File: config.mk
export PLATFORM = sky130hd
export DESIGN_NAME = wb_stage
export DESIGN_NICKNAME = d
export VERILOG_FILES = /design/src/design/wb_pkg.sv /design/src/design/csr_file.sv /design/src/design/csr_timer.sv /design/src/design/load_align.sv /design/src/design/wb_stage.sv
export VERILOG_INCLUDE_DIRS = /design/src /design/src/design
export SDC_FILE = /design/constraint.sdc
export NUM_CORES = 1
export LEC_CHECK = 0
export ABC_AREA = 1
export BUFFER_PORTS_ARGS = -buffer_cell sky130_fd_sc_hd__buf_2
export CAP_MARGIN = 20
export CORE_ASPECT_RATIO = 1.25
export CORE_MARGIN = 5
export CORE_UTILIZATION = 45
export CTS_BUF_LIST = sky130_fd_sc_hd__clkbuf_4 sky130_fd_sc_hd__clkbuf_8
export CTS_CLUSTER_SIZE = 30
export DETAILED_ROUTE_END_ITERATION = 8
export PLACE_DENSITY = 0.75
export REMOVE_ABC_BUFFERS = 1
export SKIP_LAST_GASP = 1
export SLEW_MARGIN = 20
export SYNTH_ARGS = -nofsm -noshare
export SYNTH_HDL_FRONTEND = slang
export SYNTH_SLANG_ARGS = --single-unit
File: constraint.sdc
create_clock -name clk -period 4.9 [get_ports clk]
set_clock_uncertainty 0.15 [all_clocks]
set_input_delay 0.735 -clock clk [delete_from_list [all_inputs] [get_ports clk]]
set_output_delay 0.735 -clock clk [all_outputs]
set_load 0.1 [all_outputs]
File: src/design/wb_macros.svh
`ifndef WB_MACROS_SVH
`define WB_MACROS_SVH

// Datapath widths
`define WB_DATA_W        32
`define WB_REG_ADDR_W    5
`define WB_CSR_NUM_W     14
`define WB_ECODE_W       6
`define WB_INT_W         13
`define WB_TIMER_INT_BIT 11

// CSR numbers
`define CSR_CRMD   14'h000
`define CSR_PRMD   14'h001
`define CSR_ECFG   14'h004
`define CSR_ESTAT  14'h005
`define CSR_ERA    14'h006
`define CSR_EENTRY 14'h00c
`define CSR_SAVE0  14'h030
`define CSR_SAVE1  14'h031
`define CSR_SAVE2  14'h032
`define CSR_SAVE3  14'h033
`define CSR_TID    14'h040
`define CSR_TCFG   14'h041
`define CSR_TVAL   14'h042
`define CSR_TICLR  14'h044

`define ECODE_INT 6'h00

// Field positions
`define ECFG_VS_LO        16
`define ECFG_LIE_RSVD_BIT 10
`define EENTRY_VA_LO      12
`define TCFG_INITVAL_LO   2

`endif

File: src/design/wb_pkg.sv
`include "wb_macros.svh"

package wb_pkg;

	// Instruction kind as seen by write-back
	typedef enum logic [3:0] {
		OP_ALU,
		OP_LD_B,
		OP_LD_H,
		OP_LD_BU,
		OP_LD_HU,
		OP_LD_W,
		OP_CSRRD,
		OP_CSRWR,
		OP_CSRXCHG,
		OP_ERTN,
		OP_RDTIMEL,
		OP_RDTIMEH
	} wb_op_t;

	// CSR access performed by the held instruction
	typedef enum logic [1:0] {
		CSR_OP_NONE,
		CSR_OP_READ,
		CSR_OP_WRITE,
		CSR_OP_XCHG
	} csr_op_t;

	// Exception cause, ESTAT.Ecode encoding
	typedef logic [`WB_ECODE_W-1:0] ecode_t;

endpackage

File: src/design/csr_file.sv
`include "wb_macros.svh"

module csr_file (
	input  logic                     clk,
	input  logic                     reset,
	input  wb_pkg::csr_op_t          csr_op,
	input  logic [`WB_CSR_NUM_W-1:0] csr_num,
	input  logic [`WB_DATA_W-1:0]    wdata,
	input  logic [`WB_DATA_W-1:0]    mask,
	input  logic                     ex,
	input  wb_pkg::ecode_t           ecode,
	input  logic [`WB_DATA_W-1:0]    pc,
	input  logic                     ertn,
	output logic [`WB_DATA_W-1:0]    rdata,
	output logic                     crmd_ie,
	output logic [`WB_INT_W-1:0]     int_pending,
	output logic [`WB_DATA_W-1:0]    ex_entry,
	output logic [`WB_DATA_W-1:0]    era,
	output logic [63:0]              counter
);

	localparam logic [`WB_INT_W-1:0] LIE_RSVD = 1 << `ECFG_LIE_RSVD_BIT;

	logic [1:0]                        crmd_plv;
	logic                              crmd_da;
	logic                              crmd_pg;
	logic [1:0]                        crmd_datf;
	logic [1:0]                        crmd_datm;
	logic [1:0]                        prmd_pplv;
	logic                              prmd_pie;
	logic [`WB_INT_W-1:0]              ecfg_lie;
	logic [2:0]                        ecfg_vs;
	logic [1:0]                        estat_is_sw;
	wb_pkg::ecode_t                    estat_ecode;
	logic [`WB_INT_W-1:0]              estat_is;
	logic [`WB_DATA_W-1:`EENTRY_VA_LO] eentry_va;
	logic [`WB_DATA_W-1:0]             eentry;
	logic [`WB_DATA_W-1:0]             save [4];
	logic [`WB_DATA_W-1:0]             tid;
	logic [`WB_DATA_W-1:0]             tcfg;
	logic [`WB_DATA_W-1:0]             tval;
	logic                              timer_int;
	logic                              wr_en;
	logic                              save_hit;
	logic [`WB_DATA_W-1:0]             wr_val;

	function automatic logic hit(input logic [`WB_CSR_NUM_W-1:0] num);
		return wr_en && (csr_num == num);
	endfunction

	assign wr_en    = (csr_op == wb_pkg::CSR_OP_WRITE) || (csr_op == wb_pkg::CSR_OP_XCHG);
	assign save_hit = wr_en && (csr_num >= `CSR_SAVE0) && (csr_num <= `CSR_SAVE3);

	// Exchange merges under mask against the architectural read value
	assign wr_val = (csr_op == wb_pkg::CSR_OP_XCHG) ? ((mask & wdata) | (~mask & rdata)) : wdata;

	always_comb begin
		estat_is = '0;
		estat_is[1:0] = estat_is_sw;
		estat_is[`WB_TIMER_INT_BIT] = timer_int;
	end

	assign int_pending = estat_is & ecfg_lie;
	assign eentry      = {eentry_va, {`EENTRY_VA_LO{1'b0}}};
	assign ex_entry    = (ecfg_vs == 3'd0) ? eentry :
		(eentry | {{(`WB_DATA_W-`WB_ECODE_W-2){1'b0}}, ecode, 2'b00});

	always_comb begin
		case (csr_num)
			`CSR_CRMD:   rdata = {23'b0, crmd_datm, crmd_datf, crmd_pg, crmd_da, crmd_ie, crmd_plv};
			`CSR_PRMD:   rdata = {29'b0, prmd_pie, prmd_pplv};
			`CSR_ECFG:   rdata = {13'b0, ecfg_vs, 3'b0, ecfg_lie};
			`CSR_ESTAT:  rdata = {10'b0, estat_ecode, 3'b0, estat_is};
			`CSR_ERA:    rdata = era;
			`CSR_EENTRY: rdata = eentry;
			`CSR_SAVE0,
			`CSR_SAVE1,
			`CSR_SAVE2,
			`CSR_SAVE3:  rdata = save[csr_num[1:0]];
			`CSR_TID:    rdata = tid;
			`CSR_TCFG:   rdata = tcfg;
			`CSR_TVAL:   rdata = tval;
			default:     rdata = '0;
		endcase
	end

	// CRMD, exception entry and return take priority over software writes
	always_ff @(posedge clk) begin
		if (reset) begin
			crmd_plv  <= 2'd0;
			crmd_ie   <= 1'b0;
			crmd_da   <= 1'b1;
			crmd_pg   <= 1'b0;
			crmd_datf <= 2'd0;
			crmd_datm <= 2'd0;
		end else if (ex) begin
			crmd_plv <= 2'd0;
			crmd_ie  <= 1'b0;
		end else if (ertn) begin
			crmd_plv <= prmd_pplv;
			crmd_ie  <= prmd_pie;
		end else if (hit(`CSR_CRMD)) begin
			crmd_plv  <= wr_val[1:0];
			crmd_ie   <= wr_val[2];
			crmd_da   <= wr_val[3];
			crmd_pg   <= wr_val[4];
			crmd_datf <= wr_val[6:5];
			crmd_datm <= wr_val[8:7];
		end
	end

	always_ff @(posedge clk) begin
		if (reset) begin
			prmd_pplv   <= 2'd0;
			prmd_pie    <= 1'b0;
			estat_is_sw <= 2'd0;
			estat_ecode <= '0;
		end else if (ex) begin
			prmd_pplv   <= crmd_plv;
			prmd_pie    <= crmd_ie;
			estat_ecode <= ecode;
		end else begin
			if (hit(`CSR_PRMD)) begin
				prmd_pplv <= wr_val[1:0];
				prmd_pie  <= wr_val[2];
			end
			// Only the two software interrupt bits are writable
			if (hit(`CSR_ESTAT)) begin
				estat_is_sw <= wr_val[1:0];
			end
		end
	end

	always_ff @(posedge clk) begin
		if (reset) begin
			ecfg_lie <= '0;
			ecfg_vs  <= 3'd0;
		end else if (hit(`CSR_ECFG)) begin
			ecfg_lie <= wr_val[`WB_INT_W-1:0] & ~LIE_RSVD;
			ecfg_vs  <= wr_val[`ECFG_VS_LO +: 3];
		end
	end

	always_ff @(posedge clk) begin
		if (ex) begin
			era <= pc;
		end else if (hit(`CSR_ERA)) begin
			era <= wr_val;
		end
		if (hit(`CSR_EENTRY)) begin
			eentry_va <= wr_val[`WB_DATA_W-1:`EENTRY_VA_LO];
		end
		if (hit(`CSR_TID)) begin
			tid <= wr_val;
		end
		if (save_hit) begin
			save[csr_num[1:0]] <= wr_val;
		end
	end

	csr_timer u_timer (
		.clk        (clk),
		.reset      (reset),
		.tcfg_we    (wr_en && (csr_num == `CSR_TCFG)),
		.tcfg_wdata (wr_val),
		.ticlr      (wr_en && (csr_num == `CSR_TICLR) && wr_val[0]),
		.tcfg       (tcfg),
		.tval       (tval),
		.timer_int  (timer_int),
		.counter    (counter)
	);

	a_ex_ertn_excl: assert property (
		@(posedge clk) disable iff (reset) !(ex && ertn)
	) else $error("exception and ertn strobes raised together");

endmodule

File: src/design/csr_timer.sv
`include "wb_macros.svh"

module csr_timer (
	input  logic                  clk,
	input  logic                  reset,
	input  logic                  tcfg_we,
	input  logic [`WB_DATA_W-1:0] tcfg_wdata,
	input  logic                  ticlr,
	output logic [`WB_DATA_W-1:0] tcfg,
	output logic [`WB_DATA_W-1:0] tval,
	output logic                  timer_int,
	output logic [63:0]           counter
);

	logic                                   tcfg_en;
	logic                                   tcfg_periodic;
	logic [`WB_DATA_W-`TCFG_INITVAL_LO-1:0] tcfg_initval;
	logic                                   armed;
	logic                                   tval_zero;
	logic                                   expire;

	assign tcfg      = {tcfg_initval, tcfg_periodic, tcfg_en};
	assign tval_zero = (tval == '0);
	assign expire    = tval_zero && tcfg_en && armed;

	// Stable counter, free running from reset
	always_ff @(posedge clk) begin
		if (reset) begin
			counter <= '0;
		end else begin
			counter <= counter + 64'd1;
		end
	end

	always_ff @(posedge clk) begin
		if (reset) begin
			tcfg_en       <= 1'b0;
			tcfg_periodic <= 1'b0;
			tcfg_initval  <= '0;
		end else if (tcfg_we) begin
			tcfg_en       <= tcfg_wdata[0];
			tcfg_periodic <= tcfg_wdata[1];
			tcfg_initval  <= tcfg_wdata[`WB_DATA_W-1:`TCFG_INITVAL_LO];
		end
	end

	// Countdown; a one-shot timer disarms at zero and sits there
	always_ff @(posedge clk) begin
		if (reset) begin
			armed <= 1'b0;
			tval  <= '0;
		end else if (tcfg_we) begin
			armed <= tcfg_wdata[0];
			tval  <= {tcfg_wdata[`WB_DATA_W-1:`TCFG_INITVAL_LO], 2'b00};
		end else if (tcfg_en) begin
			if (!tval_zero) begin
				tval <= tval - 1'b1;
			end else if (tcfg_periodic) begin
				tval <= {tcfg_initval, 2'b00};
			end else begin
				armed <= 1'b0;
			end
		end
	end

	// Clear wins over a new expiry
	always_ff @(posedge clk) begin
		if (reset) begin
			timer_int <= 1'b0;
		end else if (ticlr) begin
			timer_int <= 1'b0;
		end else if (expire) begin
			timer_int <= 1'b1;
		end
	end

	a_int_needs_enable: assert property (
		@(posedge clk) disable iff (reset) $rose(timer_int) |-> $past(tcfg_en)
	) else $error("timer interrupt raised while TCFG enable was low");

endmodule

File: src/design/load_align.sv
`include "wb_macros.svh"

module load_align (
	input  wb_pkg::wb_op_t        op,
	input  logic [1:0]            addr_lo,
	input  logic [`WB_DATA_W-1:0] mem_data,
	input  logic [`WB_DATA_W-1:0] alu_result,
	output logic [`WB_DATA_W-1:0] result
);

	logic [7:0]  byte_sel;
	logic [15:0] half_sel;

	always_comb begin
		case (addr_lo)
			2'b00: byte_sel = mem_data[7:0];
			2'b01: byte_sel = mem_data[15:8];
			2'b10: byte_sel = mem_data[23:16];
			default: byte_sel = mem_data[31:24];
		endcase
	end

	// Halfwords are aligned, only bit 1 picks the half
	assign half_sel = addr_lo[1] ? mem_data[31:16] : mem_data[15:0];

	always_comb begin
		case (op)
			wb_pkg::OP_LD_B:  result = {{(`WB_DATA_W-8){byte_sel[7]}}, byte_sel};
			wb_pkg::OP_LD_BU: result = {{(`WB_DATA_W-8){1'b0}}, byte_sel};
			wb_pkg::OP_LD_H:  result = {{(`WB_DATA_W-16){half_sel[15]}}, half_sel};
			wb_pkg::OP_LD_HU: result = {{(`WB_DATA_W-16){1'b0}}, half_sel};
			wb_pkg::OP_LD_W:  result = mem_data;
			default:          result = alu_result;
		endcase
	end

endmodule

File: src/design/wb_stage.sv
`include "wb_macros.svh"

module wb_stage (
	input  logic                      clk,
	input  logic                      reset,
	input  logic                      in_valid,
	output logic                      allowin,
	input  logic [`WB_DATA_W-1:0]     in_pc,
	input  wb_pkg::wb_op_t            in_op,
	input  logic [`WB_CSR_NUM_W-1:0]  in_csr_num,
	input  logic [`WB_DATA_W-1:0]     in_mask,
	input  logic [`WB_DATA_W-1:0]     in_alu_result,
	input  logic [`WB_DATA_W-1:0]     in_mem_result,
	input  logic [1:0]                in_addr_lo,
	input  logic                      in_ex,
	input  wb_pkg::ecode_t            in_ecode,
	input  logic                      in_gr_we,
	input  logic [`WB_REG_ADDR_W-1:0] in_dest,
	input  logic [`WB_REG_ADDR_W-1:0] in_rj_index,
	output logic                      rf_we,
	output logic [`WB_REG_ADDR_W-1:0] rf_waddr,
	output logic [`WB_DATA_W-1:0]     rf_wdata,
	output logic                      ex_flush,
	output logic                      ertn_flush,
	output logic [`WB_DATA_W-1:0]     redirect_pc
);

	logic                      ws_valid;
	logic [`WB_DATA_W-1:0]     ws_pc;
	wb_pkg::wb_op_t            ws_op;
	logic [`WB_CSR_NUM_W-1:0]  ws_csr_num;
	logic [`WB_DATA_W-1:0]     ws_mask;
	logic [`WB_DATA_W-1:0]     ws_alu_result;
	logic [`WB_DATA_W-1:0]     ws_mem_result;
	logic [1:0]                ws_addr_lo;
	logic                      ws_ex;
	wb_pkg::ecode_t            ws_ecode;
	logic                      ws_gr_we;
	logic [`WB_REG_ADDR_W-1:0] ws_dest;
	logic [`WB_REG_ADDR_W-1:0] ws_rj_index;

	wb_pkg::csr_op_t           csr_op;
	wb_pkg::ecode_t            cause;
	logic [`WB_DATA_W-1:0]     csr_rdata;
	logic                      crmd_ie;
	logic [`WB_INT_W-1:0]      int_pending;
	logic [`WB_DATA_W-1:0]     ex_entry;
	logic [`WB_DATA_W-1:0]     era;
	logic [63:0]               counter;
	logic [`WB_DATA_W-1:0]     align_result;
	logic                      is_csr;
	logic                      int_take;
	logic                      take_ex;

	// Never stalls
	assign allowin = 1'b1;

	always_ff @(posedge clk) begin
		if (reset) begin
			ws_valid <= 1'b0;
		end else if (allowin) begin
			// A flushing instruction squashes whatever arrives behind it
			ws_valid <= in_valid && !(ex_flush || ertn_flush);
		end
	end

	always_ff @(posedge clk) begin
		if (in_valid && allowin) begin
			ws_pc         <= in_pc;
			ws_op         <= in_op;
			ws_csr_num    <= in_csr_num;
			ws_mask       <= in_mask;
			ws_alu_result <= in_alu_result;
			ws_mem_result <= in_mem_result;
			ws_addr_lo    <= in_addr_lo;
			ws_ex         <= in_ex;
			ws_ecode      <= in_ecode;
			ws_gr_we      <= in_gr_we;
			ws_dest       <= in_dest;
			ws_rj_index   <= in_rj_index;
		end
	end

	assign is_csr = (ws_op == wb_pkg::OP_CSRRD) || (ws_op == wb_pkg::OP_CSRWR) ||
		(ws_op == wb_pkg::OP_CSRXCHG);

	// Interrupt overrides whatever exception the instruction carried
	assign int_take   = ws_valid && (int_pending != '0) && crmd_ie;
	assign take_ex    = ws_valid && (ws_ex || int_take);
	assign cause      = int_take ? `ECODE_INT : ws_ecode;
	assign ex_flush   = take_ex;
	assign ertn_flush = ws_valid && (ws_op == wb_pkg::OP_ERTN) && !take_ex;
	assign redirect_pc = ex_flush ? ex_entry : era;

	always_comb begin
		csr_op = wb_pkg::CSR_OP_NONE;
		if (ws_valid && !take_ex) begin
			case (ws_op)
				wb_pkg::OP_CSRRD: csr_op = wb_pkg::CSR_OP_READ;
				wb_pkg::OP_CSRWR: csr_op = wb_pkg::CSR_OP_WRITE;
				wb_pkg::OP_CSRXCHG: begin
					// rj of r0 or r1 in the xchg encoding means csrrd or csrwr
					if (ws_rj_index == 0) begin
						csr_op = wb_pkg::CSR_OP_READ;
					end else if (ws_rj_index == 1) begin
						csr_op = wb_pkg::CSR_OP_WRITE;
					end else begin
						csr_op = wb_pkg::CSR_OP_XCHG;
					end
				end
				default: csr_op = wb_pkg::CSR_OP_NONE;
			endcase
		end
	end

	csr_file u_csr (
		.clk         (clk),
		.reset       (reset),
		.csr_op      (csr_op),
		.csr_num     (ws_csr_num),
		.wdata       (ws_alu_result),
		.mask        (ws_mask),
		.ex          (take_ex),
		.ecode       (cause),
		.pc          (ws_pc),
		.ertn        (ertn_flush),
		.rdata       (csr_rdata),
		.crmd_ie     (crmd_ie),
		.int_pending (int_pending),
		.ex_entry    (ex_entry),
		.era         (era),
		.counter     (counter)
	);

	load_align u_align (
		.op         (ws_op),
		.addr_lo    (ws_addr_lo),
		.mem_data   (ws_mem_result),
		.alu_result (ws_alu_result),
		.result     (align_result)
	);

	always_comb begin
		if (is_csr) begin
			rf_wdata = csr_rdata;
		end else if (ws_op == wb_pkg::OP_RDTIMEL) begin
			rf_wdata = counter[31:0];
		end else if (ws_op == wb_pkg::OP_RDTIMEH) begin
			rf_wdata = counter[63:32];
		end else begin
			rf_wdata = align_result;
		end
	end

	assign rf_we    = ws_valid && !take_ex && ws_gr_we;
	assign rf_waddr = ws_dest;

	a_no_write_on_flush: assert property (
		@(posedge clk) disable iff (reset) !(rf_we && ex_flush)
	) else $error("register write issued alongside an exception flush");

endmodule

==> impl_summary.log <==
[metrics] CTS sink count: 546
[metrics] total core area: 58600 sq um
[metrics] starting DRC count in detailed routing: 2804
[metrics] Worst Max-Slew Pin Slew: 1.16 ns
[metrics] share of flip-flops with an asynchronous set or reset after synthesis: 0%
[metrics] Crit path top cell by count: nand2_1
[metrics] number of fill cells in the layout: 5489
[metrics] hold violation total from the final report: 0
[metrics] combined buffer and inverter count along the critical path: 2
[metrics] clock root buffer master: clkbuf_8
[metrics] insertion delay to the later sink of the worst-skew pair: 0.73 ns
[metrics] layout cell share with drive strength beyond 1: 16.4%
[metrics] quantity of I/O buffers inserted on ports: 240
[metrics] final non-filler cell area: 30600 sq um
[metrics] post-synthesis cell type with the largest combined area: edfxtp_1
[metrics] Clk pin slew, worst setup/hold paths: 0.06 ns
[metrics] total placed cells including tap cells: 4061
[metrics] Die Ht: 282 um
[metrics] number of nets in the layout: 3574
[metrics] die boundary width: 228 um
[metrics] area overhead of the layout relative to synthesis: 14.7%
[metrics] critical path type: reg2out
[metrics] pin count of the biggest net entering global routing: 91
[metrics] CTS tree: built
[metrics] Overall Power: 10900 uW
[metrics] vias: 23906
[metrics] worst-case clock buffer depth: 3
[metrics] count of buffers added by post-CTS timing repair for setup: 0
[metrics] Tmin final: 4.73 ns
[metrics] power density of the placed cells: 356 nW/um^2
[metrics] floorplan row count: 99
[metrics] number of max-capacitance violations reported: 0
[metrics] initial cell density of the core: 45.5%
[metrics] number of top-level pins: 242
[metrics] crit end category: output pin
[metrics] maximum level of the CTS H-tree: 3
[metrics] leak pwr: 0.0125 uW
[metrics] area of the multi-input gates: 10300 sq um
[metrics] number of max-slew violations in the final report: 0
[metrics] main flop type after synthesis: edfxtp_1
[metrics] data arrival time of the critical path: 3.84 ns
[metrics] area of placed instances: 28600 sq um
[metrics] GRT Total Usage: 29.2%
[metrics] utilization after layout: 52.2%
[metrics] top cells by instance count after synthesis: nand2_1, edfxtp_1, nor2_1, inv_1, nand3_1
[metrics] placer's final routability congestion estimate: 1.06
[metrics] half-perimeter wire length after placement: 71400 um
[metrics] worst-path fanout max: 10
[metrics] required time at the worst-slack endpoint: 4.01 ns
[metrics] antenna violation net count after detailed routing: 0
[metrics] CTS Buf Count: 89
[metrics] flip-flop and latch area: 14700 sq um
[metrics] non-filler instance count after layout: 4234
[metrics] Pre-Repair DR Iteration Count: 6
[metrics] slowest stage cell, crit path: nor2_2
[metrics] result of the run: completed
[metrics] number of synthesized flops with an enable pin: 378
[metrics] slowest stage delay, CP: 0.65 ns
[metrics] Worst Setup Start Kind: flip-flop
[metrics] Peak VDD IR: 239 uV
[metrics] number of distinct standard cells referenced by the synthesized netlist: 62
[metrics] proportion of synthesized chip area in sequential cells: 55.2%
[metrics] routed len/inst: 23.1 um
[metrics] slew margin rel.: 22.0%
[metrics] full die area: 64200 sq um
[metrics] number of vias per cell: 5.65
[metrics] area share of the leading cell type in the synthesized netlist: 42.6%
[metrics] final period utilization: 96.5%
[metrics] Worst Hold Class: in2reg
[metrics] ordered cell list for the critical path: nor2_2 -> nand2_1 -> nor2_2 -> nand2_1 -> nor2_2 -> buf_4 -> nand2_1 -> nand2_1 -> nor2_1 -> a21oi_1 -> a21o_1 -> buf_2
[metrics] main area contributors after synthesis: edfxtp_1, dfxtp_1, nand2_1
[metrics] top cell family by delay on the critical path: simple AND/OR/NAND/NOR gates
[metrics] synthesized area per cell: 8.49 sq um
[metrics] maximum clock rate: 211 MHz
[metrics] number of warnings issued by yosys: 0
[metrics] count of unresolved DRC violations after routing: 0
[metrics] total global routing overflow: 0
[metrics] initial antenna violation count: 2
[metrics] cell count after synthesis: 3142
[metrics] number of flip-flops and latches in the synthesized netlist: 546
[metrics] wirelength, routed: 97800 um
[metrics] wire length of the first global-routing pass: 142000 um
[metrics] area of the mapped netlist: 26700 sq um
[metrics] cell with the most instances after synthesis: nand2_1
[metrics] number of global-route vias before repair: 22799
[metrics] setup violation total in the final timing report: 0
-- registers in the layout, summed over array words and instances, names as in the netlist, 5 cells and up, named ones only --
name / count
rf_waddr: 5
u_csr.ecfg_lie: 12
u_csr.eentry_va: 20
u_csr.era: 32
u_csr.estat_ecode: 6
u_csr.save: 128
u_csr.tid: 32
u_csr.u_timer.counter: 64
u_csr.u_timer.tcfg_initval: 30
u_csr.u_timer.tval: 32
ws_alu_result: 32
ws_csr_num: 14
ws_ecode: 6
ws_mask: 32
ws_mem_result: 32
ws_pc: 32
ws_rj_index: 5
-- power by group --
group          leakage [uW]  internal (uW)  switching, uW
Sequential          0.00489           5090            112
Combinational       0.00657            275           1140
Clock              0.000996           2330           1930
-- layout by cell type (no fill, tap or decap), types with 10 or more instances in the layout --
cell type,n
o22ai_1,56
edfxtp_1,378
dfxtp_1,167
nand4_1,51
inv_2,33
nor2_1,304
clkbuf_4,28
nor2_2,31
nand2_1,851
o21ai_1,66
nor2_4,10
xor2_1,19
nor4_1,11
clkinv_1,17
a21oi_1,171
nand2_2,16
and2_1,12
nand3_1,199
buf_4,37
buf_2,239
inv_1,264
o211ai_1,19
o21ai_0,192
clkbuf_8,95
clkinv_2,12
or2_2,14
nor3_1,59
-- stage by stage --
stage	hold slack [ns]	worst slack, ns	TNS [ns]
after floorplan	0.276	-2.47	-23.07
after global placement	0.287	0.720	0
after detailed placement	0.290	0.709	0
final	0.0352	0.171	0
after CTS	0.000169	0.200	0
after global routing	0.0122	-0.00393	-0.00393
-- layout make-up --
type                            count  area share [%]
Antenna cell                        2          0.0164
Clock buffer                      122            4.92
Clock inverter                     42            1.25
Inverter                          301            3.71
Multi-Input combinational cell   2178            33.7
Sequential cell                   546            48.1
Tap cell                          757            3.10
Timing Repair Buffer              286            5.22
-- metal layers --
layer / up-vias / GRT usage [%] / share of wire [%] / routed length (um)
li1: 11126 / - / - / -
met1: 11167 / 36.0 / 37 / 36300
met2: 1335 / 48.1 / 47 / 46200
met3: 278 / 5.13 / 8.9 / 8650
met4: 0 / 18.6 / 6.8 / 6620
met5: - / 0 / 0 / 0
-- cells by family (layout without fill, tap and decap cells) --
kind of cell | Yosys count | in the layout | share of synthesized area (%)
AOI/OAI and AO/OA | 544 | 544 | 11.1
xor gates and xnor gates | 23 | 23 | 0.756
adders and majority gates | 3 | 3 | 0.141
buffers and inverters | 418 | 751 | 6.46
DFF | 546 | 546 | 55.2
muxes | 2 | 2 | 0.0798
other | 1 | 3 | 0.0141
and+or+nand+nor | 1605 | 1605 | 26.2
-- final timing paths --
kind / start / cells past startpoint / slack, ns / end
setup / recovery: ws_csr_num[10] / 12 / 0.17 / rf_wdata[17]
hold / removal: in_alu_result[12] / 1 / 0.04 / ws_alu_result[12]
setup reg to reg: ws_csr_num[10] / 9 / 1.29 / u_csr.save[2][30]
hold reg to reg: u_csr.u_timer.tcfg_initval[27] / 2 / 0.30 / u_csr.u_timer.tcfg_initval[27]
-- timing repair --
| item | 4_1_cts | 5_1_grt |
|---|---|---|
| gates resized for setup | 1 | 0 |
| hold buffers | 7 | 0 |
| endpoints found under the setup margin | 2 | 0 |
| endpoints found under the hold margin | 7 | 0 |
(Power assumes the default switching activity.)
